**src/scene_defs.svh**
```systemverilog
//######################################################################
// Fixed-point format and constants of the scene intersection unit
//######################################################################
`ifndef SCENE_DEFS_SVH
`define SCENE_DEFS_SVH

`define FIX_FRAC 16
`define FIX_ONE 32'sh0001_0000
`define EPSILON 32'sh0000_0042
`define FIX_MAX 32'sh7fff_ffff
`define FIX_MIN 32'sh8000_0000

// quotient bits produced per division
`define DIV_ITERS 33

`endif

```
**src/ray_pkg.sv**
```systemverilog
//######################################################################
// Ray geometry types for the scene intersection unit
// Q16.16 coordinates, rays, per-axis divider operands and results
//######################################################################
`default_nettype none

package ray_pkg;

	typedef logic signed [31:0] fixed_t;	// signed Q16.16

	typedef struct packed {
		fixed_t x;
		fixed_t y;
		fixed_t z;
	} vec3_t;

	typedef struct packed {
		vec3_t origin;
		vec3_t dir;
		logic is_shadow;
	} ray_t;

	typedef enum logic [1:0] {
		AXIS_X,
		AXIS_Y,
		AXIS_Z
	} axis_t;

	typedef struct packed {
		fixed_t tmin;
		fixed_t tmax;
		logic miss;
	} hit_t;

	// one axis worth of divider operands
	typedef struct packed {
		fixed_t num_lo;
		fixed_t num_hi;
		fixed_t den;
	} slab_t;

endpackage

`default_nettype wire

```
**src/apb_pkg.sv**
```systemverilog
//######################################################################
// APB port types and register map for the scene bound registers
//######################################################################
`default_nettype none

package apb_pkg;

	typedef struct packed {
		logic psel;
		logic penable;
		logic pwrite;
		logic [4:0] paddr;
		logic [31:0] pwdata;
	} apb_req_t;

	typedef struct packed {
		logic [31:0] prdata;
		logic pready;
		logic pslverr;
	} apb_rsp_t;

	// byte offsets
	typedef enum logic [4:0] {
		REG_XMIN = 5'h00,
		REG_XMAX = 5'h04,
		REG_YMIN = 5'h08,
		REG_YMAX = 5'h0c,
		REG_ZMIN = 5'h10,
		REG_ZMAX = 5'h14
	} reg_addr_t;

	// same bus word seen as raw bits or as a fixed-point bound
	typedef union packed {
		ray_pkg::fixed_t fix;
		logic [31:0] raw;
	} reg_word_u;

	typedef struct packed {
		ray_pkg::fixed_t xmin;
		ray_pkg::fixed_t xmax;
		ray_pkg::fixed_t ymin;
		ray_pkg::fixed_t ymax;
		ray_pkg::fixed_t zmin;
		ray_pkg::fixed_t zmax;
	} bounds_t;

endpackage

`default_nettype wire

```
**src/scene_int.sv**
```systemverilog
//######################################################################
// Scene intersection unit
// clips a ray against the scene box, reports tmin, tmax and miss
//######################################################################
`default_nettype none

module scene_int (
	input wire logic clk,
	input wire logic rst,
	input wire apb_pkg::apb_req_t apb_req,
	output apb_pkg::apb_rsp_t apb_rsp,
	input wire ray_pkg::ray_t ray_in,
	input wire logic ray_valid,
	output logic ray_ready,
	output ray_pkg::hit_t hit,
	output logic hit_valid
);

	apb_pkg::bounds_t bounds;
	ray_pkg::slab_t slab;
	ray_pkg::fixed_t q_lo;
	ray_pkg::fixed_t q_hi;
	logic div_start;
	logic div_done;
	logic merge_en;
	logic merge_first;
	logic merge_last;
	logic dir_neg;
	logic is_shadow;

	scene_regs regs0 (
		.clk(clk),
		.rst(rst),
		.apb_req(apb_req),
		.apb_rsp(apb_rsp),
		.bounds(bounds)
	);

	slab_ctrl ctrl0 (
		.clk(clk),
		.rst(rst),
		.ray_in(ray_in),
		.ray_valid(ray_valid),
		.bounds(bounds),
		.div_done(div_done),
		.ray_ready(ray_ready),
		.slab(slab),
		.div_start(div_start),
		.merge_en(merge_en),
		.merge_first(merge_first),
		.merge_last(merge_last),
		.dir_neg(dir_neg),
		.is_shadow(is_shadow)
	);

	slab_div div0 (
		.clk(clk),
		.rst(rst),
		.slab(slab),
		.start(div_start),
		.q_lo(q_lo),
		.q_hi(q_hi),
		.done(div_done)
	);

	slab_merge merge0 (
		.clk(clk),
		.rst(rst),
		.q_lo(q_lo),
		.q_hi(q_hi),
		.dir_neg(dir_neg),
		.en(merge_en),
		.first(merge_first),
		.last(merge_last),
		.is_shadow(is_shadow),
		.hit(hit),
		.hit_valid(hit_valid)
	);

endmodule

`default_nettype wire

```
**src/scene_regs.sv**
```systemverilog
//######################################################################
// Scene bound register bank
// APB slave holding the six box bounds, with read back
//######################################################################
`default_nettype none

module scene_regs (
	input wire logic clk,
	input wire logic rst,
	input wire apb_pkg::apb_req_t apb_req,
	output apb_pkg::apb_rsp_t apb_rsp,
	output apb_pkg::bounds_t bounds
);

	apb_pkg::reg_word_u regs [6];
	logic [2:0] idx;
	logic mapped;
	logic access;

	assign access = apb_req.psel & apb_req.penable;

	always_comb begin
		mapped = 1'b1;
		case (apb_req.paddr)
			apb_pkg::REG_XMIN: idx = 3'd0;
			apb_pkg::REG_XMAX: idx = 3'd1;
			apb_pkg::REG_YMIN: idx = 3'd2;
			apb_pkg::REG_YMAX: idx = 3'd3;
			apb_pkg::REG_ZMIN: idx = 3'd4;
			apb_pkg::REG_ZMAX: idx = 3'd5;
			default: begin
				idx = 3'd0;
				mapped = 1'b0;
			end
		endcase
	end

	always_ff @(posedge clk) begin
		if (rst) begin
			for (int i = 0; i < 6; i++)
				regs[i].raw <= '0;
		end else if (access && apb_req.pwrite && mapped) begin
			regs[idx].raw <= apb_req.pwdata;
		end
	end

	// zero-wait slave
	assign apb_rsp.pready = 1'b1;
	assign apb_rsp.pslverr = access & ~mapped;
	assign apb_rsp.prdata = (access && !apb_req.pwrite && mapped) ? regs[idx].raw : '0;

	assign bounds.xmin = regs[0].fix;
	assign bounds.xmax = regs[1].fix;
	assign bounds.ymin = regs[2].fix;
	assign bounds.ymax = regs[3].fix;
	assign bounds.zmin = regs[4].fix;
	assign bounds.zmax = regs[5].fix;

endmodule

`default_nettype wire

```
**src/slab_ctrl.sv**
```systemverilog
//######################################################################
// Slab sequencer
// takes one ray and walks x, y, z through the divider and merger
//######################################################################
`default_nettype none

module slab_ctrl (
	input wire logic clk,
	input wire logic rst,
	input wire ray_pkg::ray_t ray_in,
	input wire logic ray_valid,
	input wire apb_pkg::bounds_t bounds,
	input wire logic div_done,
	output logic ray_ready,
	output ray_pkg::slab_t slab,
	output logic div_start,
	output logic merge_en,
	output logic merge_first,
	output logic merge_last,
	output logic dir_neg,
	output logic is_shadow
);

	typedef enum logic [1:0] {
		IDLE,
		SETUP,
		DIVIDE,
		MERGE
	} state_t;

	state_t state;
	ray_pkg::axis_t axis;
	ray_pkg::ray_t ray_q;
	ray_pkg::fixed_t org;
	ray_pkg::fixed_t dir;
	ray_pkg::fixed_t lo;
	ray_pkg::fixed_t hi;

	always_ff @(posedge clk) begin
		if (rst) begin
			state <= IDLE;
			axis <= ray_pkg::AXIS_X;
		end else begin
			case (state)
				IDLE: if (ray_valid) begin
					state <= SETUP;
					axis <= ray_pkg::AXIS_X;
				end
				SETUP: state <= DIVIDE;
				DIVIDE: if (div_done) state <= MERGE;
				MERGE: begin
					if (axis == ray_pkg::AXIS_Z) begin
						state <= IDLE;
					end else begin
						state <= SETUP;
						axis <= ray_pkg::axis_t'(axis + 2'd1);
					end
				end
				default: state <= IDLE;
			endcase
		end
	end

	always_ff @(posedge clk)
		if (ray_ready && ray_valid)
			ray_q <= ray_in;

	// divider takes these operands at div_start
	always_comb begin
		case (axis)
			ray_pkg::AXIS_Y: begin
				org = ray_q.origin.y;
				dir = ray_q.dir.y;
				lo = bounds.ymin;
				hi = bounds.ymax;
			end
			ray_pkg::AXIS_Z: begin
				org = ray_q.origin.z;
				dir = ray_q.dir.z;
				lo = bounds.zmin;
				hi = bounds.zmax;
			end
			default: begin
				org = ray_q.origin.x;
				dir = ray_q.dir.x;
				lo = bounds.xmin;
				hi = bounds.xmax;
			end
		endcase
		slab.num_lo = lo - org;	// wraps
		slab.num_hi = hi - org;
		slab.den = dir;
	end

	assign ray_ready = (state == IDLE);
	assign div_start = (state == SETUP);
	assign merge_en = (state == MERGE);
	assign merge_first = (axis == ray_pkg::AXIS_X);
	assign merge_last = (axis == ray_pkg::AXIS_Z);
	assign dir_neg = dir[31];
	assign is_shadow = ray_q.is_shadow;

endmodule

`default_nettype wire

```
**src/slab_div.sv**
```systemverilog
//######################################################################
// Twin restoring Q16.16 divider sharing one denominator
//######################################################################
`default_nettype none
`include "scene_defs.svh"

module slab_div (
	input wire logic clk,
	input wire logic rst,
	input wire ray_pkg::slab_t slab,
	input wire logic start,
	output ray_pkg::fixed_t q_lo,
	output ray_pkg::fixed_t q_hi,
	output logic done
);

	ray_pkg::fixed_t num [2];
	logic [31:0] num_mag [2];
	logic [47:0] full [2];
	logic [31:0] ini_rem [2];
	logic ini_ovf [2];
	logic [33:0] trial [2];
	logic [31:0] nxt_rem [2];
	logic [32:0] nxt_dvd [2];
	logic [31:0] den_in_mag;

	logic [5:0] cnt;
	logic [31:0] den_mag;
	logic [31:0] rem [2];
	logic [32:0] dvd [2];	// dividend bits out, quotient bits in
	logic ovf [2];
	logic neg [2];

	// saturating signed result from a magnitude
	function automatic ray_pkg::fixed_t sat(input logic n, input logic o, input logic [32:0] m);
		if (n)
			return (o || m > 33'h0_8000_0000) ? `FIX_MIN : -ray_pkg::fixed_t'(m[31:0]);
		return (o || m > 33'h0_7fff_ffff) ? `FIX_MAX : ray_pkg::fixed_t'(m[31:0]);
	endfunction

	assign num[0] = slab.num_lo;
	assign num[1] = slab.num_hi;
	assign den_in_mag = slab.den[31] ? 32'(-slab.den) : 32'(slab.den);

	always_comb begin
		for (int i = 0; i < 2; i++) begin
			num_mag[i] = num[i][31] ? 32'(-num[i]) : 32'(num[i]);
			full[i] = 48'(num_mag[i]) << `FIX_FRAC;
			ini_rem[i] = 32'(full[i][47:33]);
			ini_ovf[i] = (ini_rem[i] >= den_in_mag);	// also catches zero den
			trial[i] = {1'b0, rem[i], dvd[i][32]} - {2'b00, den_mag};
			if (trial[i][33]) begin
				nxt_rem[i] = {rem[i][30:0], dvd[i][32]};
				nxt_dvd[i] = {dvd[i][31:0], 1'b0};
			end else begin
				nxt_rem[i] = trial[i][31:0];
				nxt_dvd[i] = {dvd[i][31:0], 1'b1};
			end
		end
	end

	always_ff @(posedge clk) begin
		if (rst) begin
			cnt <= '0;
			done <= 1'b0;
		end else begin
			done <= (cnt == 6'd1);
			if (start)
				cnt <= 6'(`DIV_ITERS);
			else if (cnt != '0)
				cnt <= cnt - 6'd1;
		end
	end

	always_ff @(posedge clk) begin
		if (start)
			den_mag <= den_in_mag;
		for (int i = 0; i < 2; i++) begin
			if (start) begin
				rem[i] <= ini_rem[i];
				dvd[i] <= full[i][32:0];
				ovf[i] <= ini_ovf[i];
				neg[i] <= num[i][31] ^ slab.den[31];	// zero den keeps num sign
			end else if (cnt != '0) begin
				rem[i] <= nxt_rem[i];
				dvd[i] <= nxt_dvd[i];
			end
		end
	end

	assign q_lo = sat(neg[0], ovf[0], dvd[0]);
	assign q_hi = sat(neg[1], ovf[1], dvd[1]);

endmodule

`default_nettype wire

```
**src/slab_merge.sv**
```systemverilog
//######################################################################
// Slab interval merger
// orders each axis pair, narrows the interval, clamps the result
//######################################################################
`default_nettype none
`include "scene_defs.svh"

module slab_merge (
	input wire logic clk,
	input wire logic rst,
	input wire ray_pkg::fixed_t q_lo,
	input wire ray_pkg::fixed_t q_hi,
	input wire logic dir_neg,
	input wire logic en,
	input wire logic first,
	input wire logic last,
	input wire logic is_shadow,
	output ray_pkg::hit_t hit,
	output logic hit_valid
);

	ray_pkg::fixed_t near;
	ray_pkg::fixed_t far;
	ray_pkg::fixed_t nmin;
	ray_pkg::fixed_t nmax;
	logic nmiss;

	ray_pkg::fixed_t tmin_acc;
	ray_pkg::fixed_t tmax_acc;
	logic miss_acc;

	always_comb begin
		near = dir_neg ? q_hi : q_lo;	// negative dir enters at the max plane
		far = dir_neg ? q_lo : q_hi;
		if (first) begin
			nmin = near;
			nmax = far;
			nmiss = 1'b0;
		end else begin
			nmin = (near > tmin_acc) ? near : tmin_acc;
			nmax = (far < tmax_acc) ? far : tmax_acc;
			nmiss = miss_acc;
		end
		nmiss = nmiss | (nmin > nmax);
	end

	always_ff @(posedge clk) begin
		if (en) begin
			tmin_acc <= nmin;
			tmax_acc <= nmax;
			miss_acc <= nmiss;
		end
		if (en && last) begin
			hit.tmin <= (nmin > `EPSILON) ? nmin : `EPSILON;
			hit.tmax <= (nmax > `FIX_ONE && !is_shadow) ? nmax : `FIX_ONE;
			hit.miss <= nmiss;
		end
	end

	always_ff @(posedge clk) begin
		if (rst)
			hit_valid <= 1'b0;
		else
			hit_valid <= en & last;	// single pulse
	end

endmodule

`default_nettype wire

```
**config.mk**
```make
export PLATFORM = sky130hd
export DESIGN_NAME = scene_int
export DESIGN_NICKNAME = d
export VERILOG_FILES = /design/src/ray_pkg.sv /design/src/apb_pkg.sv /design/src/scene_int.sv /design/src/scene_regs.sv /design/src/slab_ctrl.sv /design/src/slab_div.sv /design/src/slab_merge.sv
export VERILOG_INCLUDE_DIRS = /design/src
export SDC_FILE = /design/constraint.sdc
export NUM_CORES = 2
export LEC_CHECK = 0
export BUFFER_PORTS_ARGS = -buffer_cell sky130_fd_sc_hd__buf_2
export CAP_MARGIN = 0
export CORE_ASPECT_RATIO = 1.25
export CORE_UTILIZATION = 35
export CTS_BUF_LIST = sky130_fd_sc_hd__clkbuf_16
export CTS_CLUSTER_DIAMETER = 120
export DETAILED_ROUTE_END_ITERATION = 8
export GPL_TIMING_DRIVEN = 0
export SYNTH_ARGS = -nofsm -noshare
export SYNTH_HDL_FRONTEND = slang
export SYNTH_SLANG_ARGS = --single-unit
```
**constraint.sdc**
```tcl
create_clock -name clk -period 16.7 [get_ports clk]
set_input_delay 1.67 -clock clk [delete_from_list [all_inputs] [get_ports clk]]
set_output_delay 1.67 -clock clk [all_outputs]
set_load 0.05 [all_outputs]
```
==> out/results.tsv <==
metric	value	unit
drt first pass iters	6	
I/O pin cnt	337	
chip width	322	um
worst slew pin tran	1.38	ns
Final Slew Violations	0	
IO buf count	334	
cts hold-fix bufs	0	
outcome	complete, no violations	
clock group share of total power	15.8	%
critical path capture point type	flip-flop	
grt total ovfl	0	
Net Switching	0.00505	W
CTS tree	built	
die footprint	130000	sq um
Post-synth EDFFs	681	
post-cts sizing count	0	
fin crit share	76.1	%
Fin Clk Skew	0.0567	ns
Place WS	4.08	ns
Crit path arrival time	13.15	ns
starting density of the core	35.3	%
most frequent cells in the layout	681 x edfxtp_1, 430 x a21oi_1, 418 x nor2_1, 344 x nand2_1, 343 x buf_2	
maximum VDD drop	0.000113	V
GP Congestion	0.940	
H-tree Lvls	3	
Slew headroom	7.13	%
Async S/R FF share, synth	0	%
antenna-violating nets left	0	
CP Class	reg -> reg	
power density cells	212	nW/um^2
Final setup violation count	0	
TritonCTS Buffers	77	
DR DRC count	0	
Post CTS Setup Buffer Count	0	
data required time of the critical path	17.14	ns
largest net degree at the start of global routing	76	
vias in the first global route	36871	
Max stage delay on crit path	0.90	ns
layout cells sized above 1	11.9	%
synthesized cell area	44800	sq um
Leakage	19.8	nW
RSZ-0062 raised after global routing	false	
Clock Path Buffers	3	
Total GRT Usage	23.4	%
Core ar.	127000	sq um
Avg Cell Area, Syn	9.92	sq um
Core Util, Final	40.5	%
Root Driver	clkbuf_16	
synthesized instance count	4518	
area of the multi-input gates	22300	sq um
wire length per cell	23.0	um
startpoint types	flip-flop	
HPWL Detailed	117	mm
Post-Route WL	155	mm
# fillers	12588	
NumNets Final	5451	
initial antenna violation count	16	
Setup WS post-layout	3.99	ns
commonest non-fill, non-tap cell in the layout	edfxtp_1	
Starting DRT DRC Count	3649	
yosys warns	0	
Internal	0.00584	W
sequential area share after synthesis	46.1	%
Hold Crit Class	reg -> reg	
Row Count	146	
vias per cell	5.63	
clk sink count	693	
Comb pwr share	58.0	%
Storage cell area	20700	sq um
area added between synthesis and finish	14.8	%
Max Cap Viol	0	
Max Freq	0.0787	GHz
first-pass GRT wire length	228	mm
die height	402	um
setup TNS	0	ns
Pwr Total	0.0109	W
fin crit period	12.71	ns
Area contributors post-synth	edfxtp_1 46%, ha_1 7.5%, a21oi_1 4.8%	
largest area contributor in the synthesized netlist	edfxtp_1	
post-route cell area	51500	sq um
Flop pwr share	26.2	%
unique cell type count in the Yosys netlist	94	
via count	37857	
CP max-delay cell	buf_1	
Main synth FF type	edfxtp_1	
clock-pin slew on the worst setup and hold paths	0.06	ns
Clk Latency, worst-skew pair	0.72	ns
Synth top area share	45.6	%
final hold vios	0	
post-synthesis register bit count	693	
Placed Area	48900	sq um
Sw Ratio	46.4	%
crit-path max FO	10	
==> power by group through the flow <==
stage / sequential [W] / combinational (W) / clock (W)
2_1_floorplan: 0.00284 / 0.00439 / 0
3_3_place_gp: 0.00298 / 0.00609 / 0
3_5_place_dp: 0.00288 / 0.00622 / 0
4_1_cts: 0.00285 / 0.00626 / 0.00175
5_1_grt: 0.00290 / 0.00694 / 0.00180
6_report: 0.00286 / 0.00632 / 0.00172
==> cell usage after synthesis (all sizes together) (24+ instances only) <==
cell type	number
a211oi	59
a21o	85
a21oi	432
a22oi	118
a31oi	40
and2	143
and3	32
buf	34
clkbuf	201
edfxtp	681
ha	268
inv	262
mux2i	79
mux4	32
nand2	344
nand2b	33
nand3	109
nand4	56
nor2	418
nor2b	49
nor3	83
nor4	40
o211ai	27
o21a	51
o21ai	220
o31ai	24
or2	28
or3	33
xnor2	133
xor2	57
==> cell type report <==
type                       instances  area share [%]
multi-input combinational       3329            43.4
sequential                       693            40.2
tap                             1702            4.14
clock buffer                      78            3.79
timing repair buffer             345            3.73
inverter                         262            1.91
buffer                           235            1.74
clock inverter                    61            1.03
antenna                           14          0.0681
==> metal layers <==
metal  up-vias  part of all wire [%]  GRT usage (%)
met4         4                   4.7           11.5
met2      1540                    50           40.8
met1     18286                    39           28.1
met5         -                 0.016              0
met3       310                   6.3           3.05
li1      17717                     -              -
==> worst max-delay path: cells and delay by family, from the launching register on <==
kind            cells  cell delay (ns)
buf+inv            10             5.19
compound gates     14             3.65
mux                 2             0.98
flops               1             0.36
fa+ha+maj           3             0.98
simple gates        6             1.24
==> flip-flops by register name, indices dropped and copies added (netlist names) <==
signal            count
ctrl0.ray_q         192
regs0.regs          192
div0.dvd             66
merge0.hit           65
div0.rem             64
div0.den_mag         32
merge0.tmax_acc      32
merge0.tmin_acc      32
div0.cnt              6
ctrl0.axis            2
ctrl0.state           2
div0.neg              2
div0.ovf              2
ctrl0.is_shadow       1
div0.done             1
merge0.hit_valid      1
merge0.miss_acc       1
==> metrics by stage <==
step	hold WS, ns	std cells
CTS	0.534	6705
global placement	0.508	6555
detailed placement	0.528	6566
floorplan	0.491	4519
global route	0.572	6718
finish	0.535	6719
==> worst paths after layout <==
check,startpoint,end,slack [ns],cells after the start
worst max-delay path,ctrl0.axis[0],merge0.miss_acc,3.99,35
worst min-delay path,div0.cnt[1],div0.cnt[1],0.54,2
worst max register to register,ctrl0.axis[0],merge0.miss_acc,3.99,35
worst min register to register,div0.cnt[1],div0.cnt[1],0.54,2
==> logic make-up (layout without fill, tap and decap cells) <==
family	count (synthesis)	in the layout	synth area share, %
buffers and inverters	497	981	4.19
DFF	693	693	46.1
and+or+nand+nor	1449	1449	16.0
adders and majority gates	272	272	7.66
muxes	130	130	3.85
other	2	17	0.0168
AOI/OAI and AO/OA	1285	1285	18.4
xor gates and xnor gates	190	190	3.71
(Power assumes the default switching activity.)
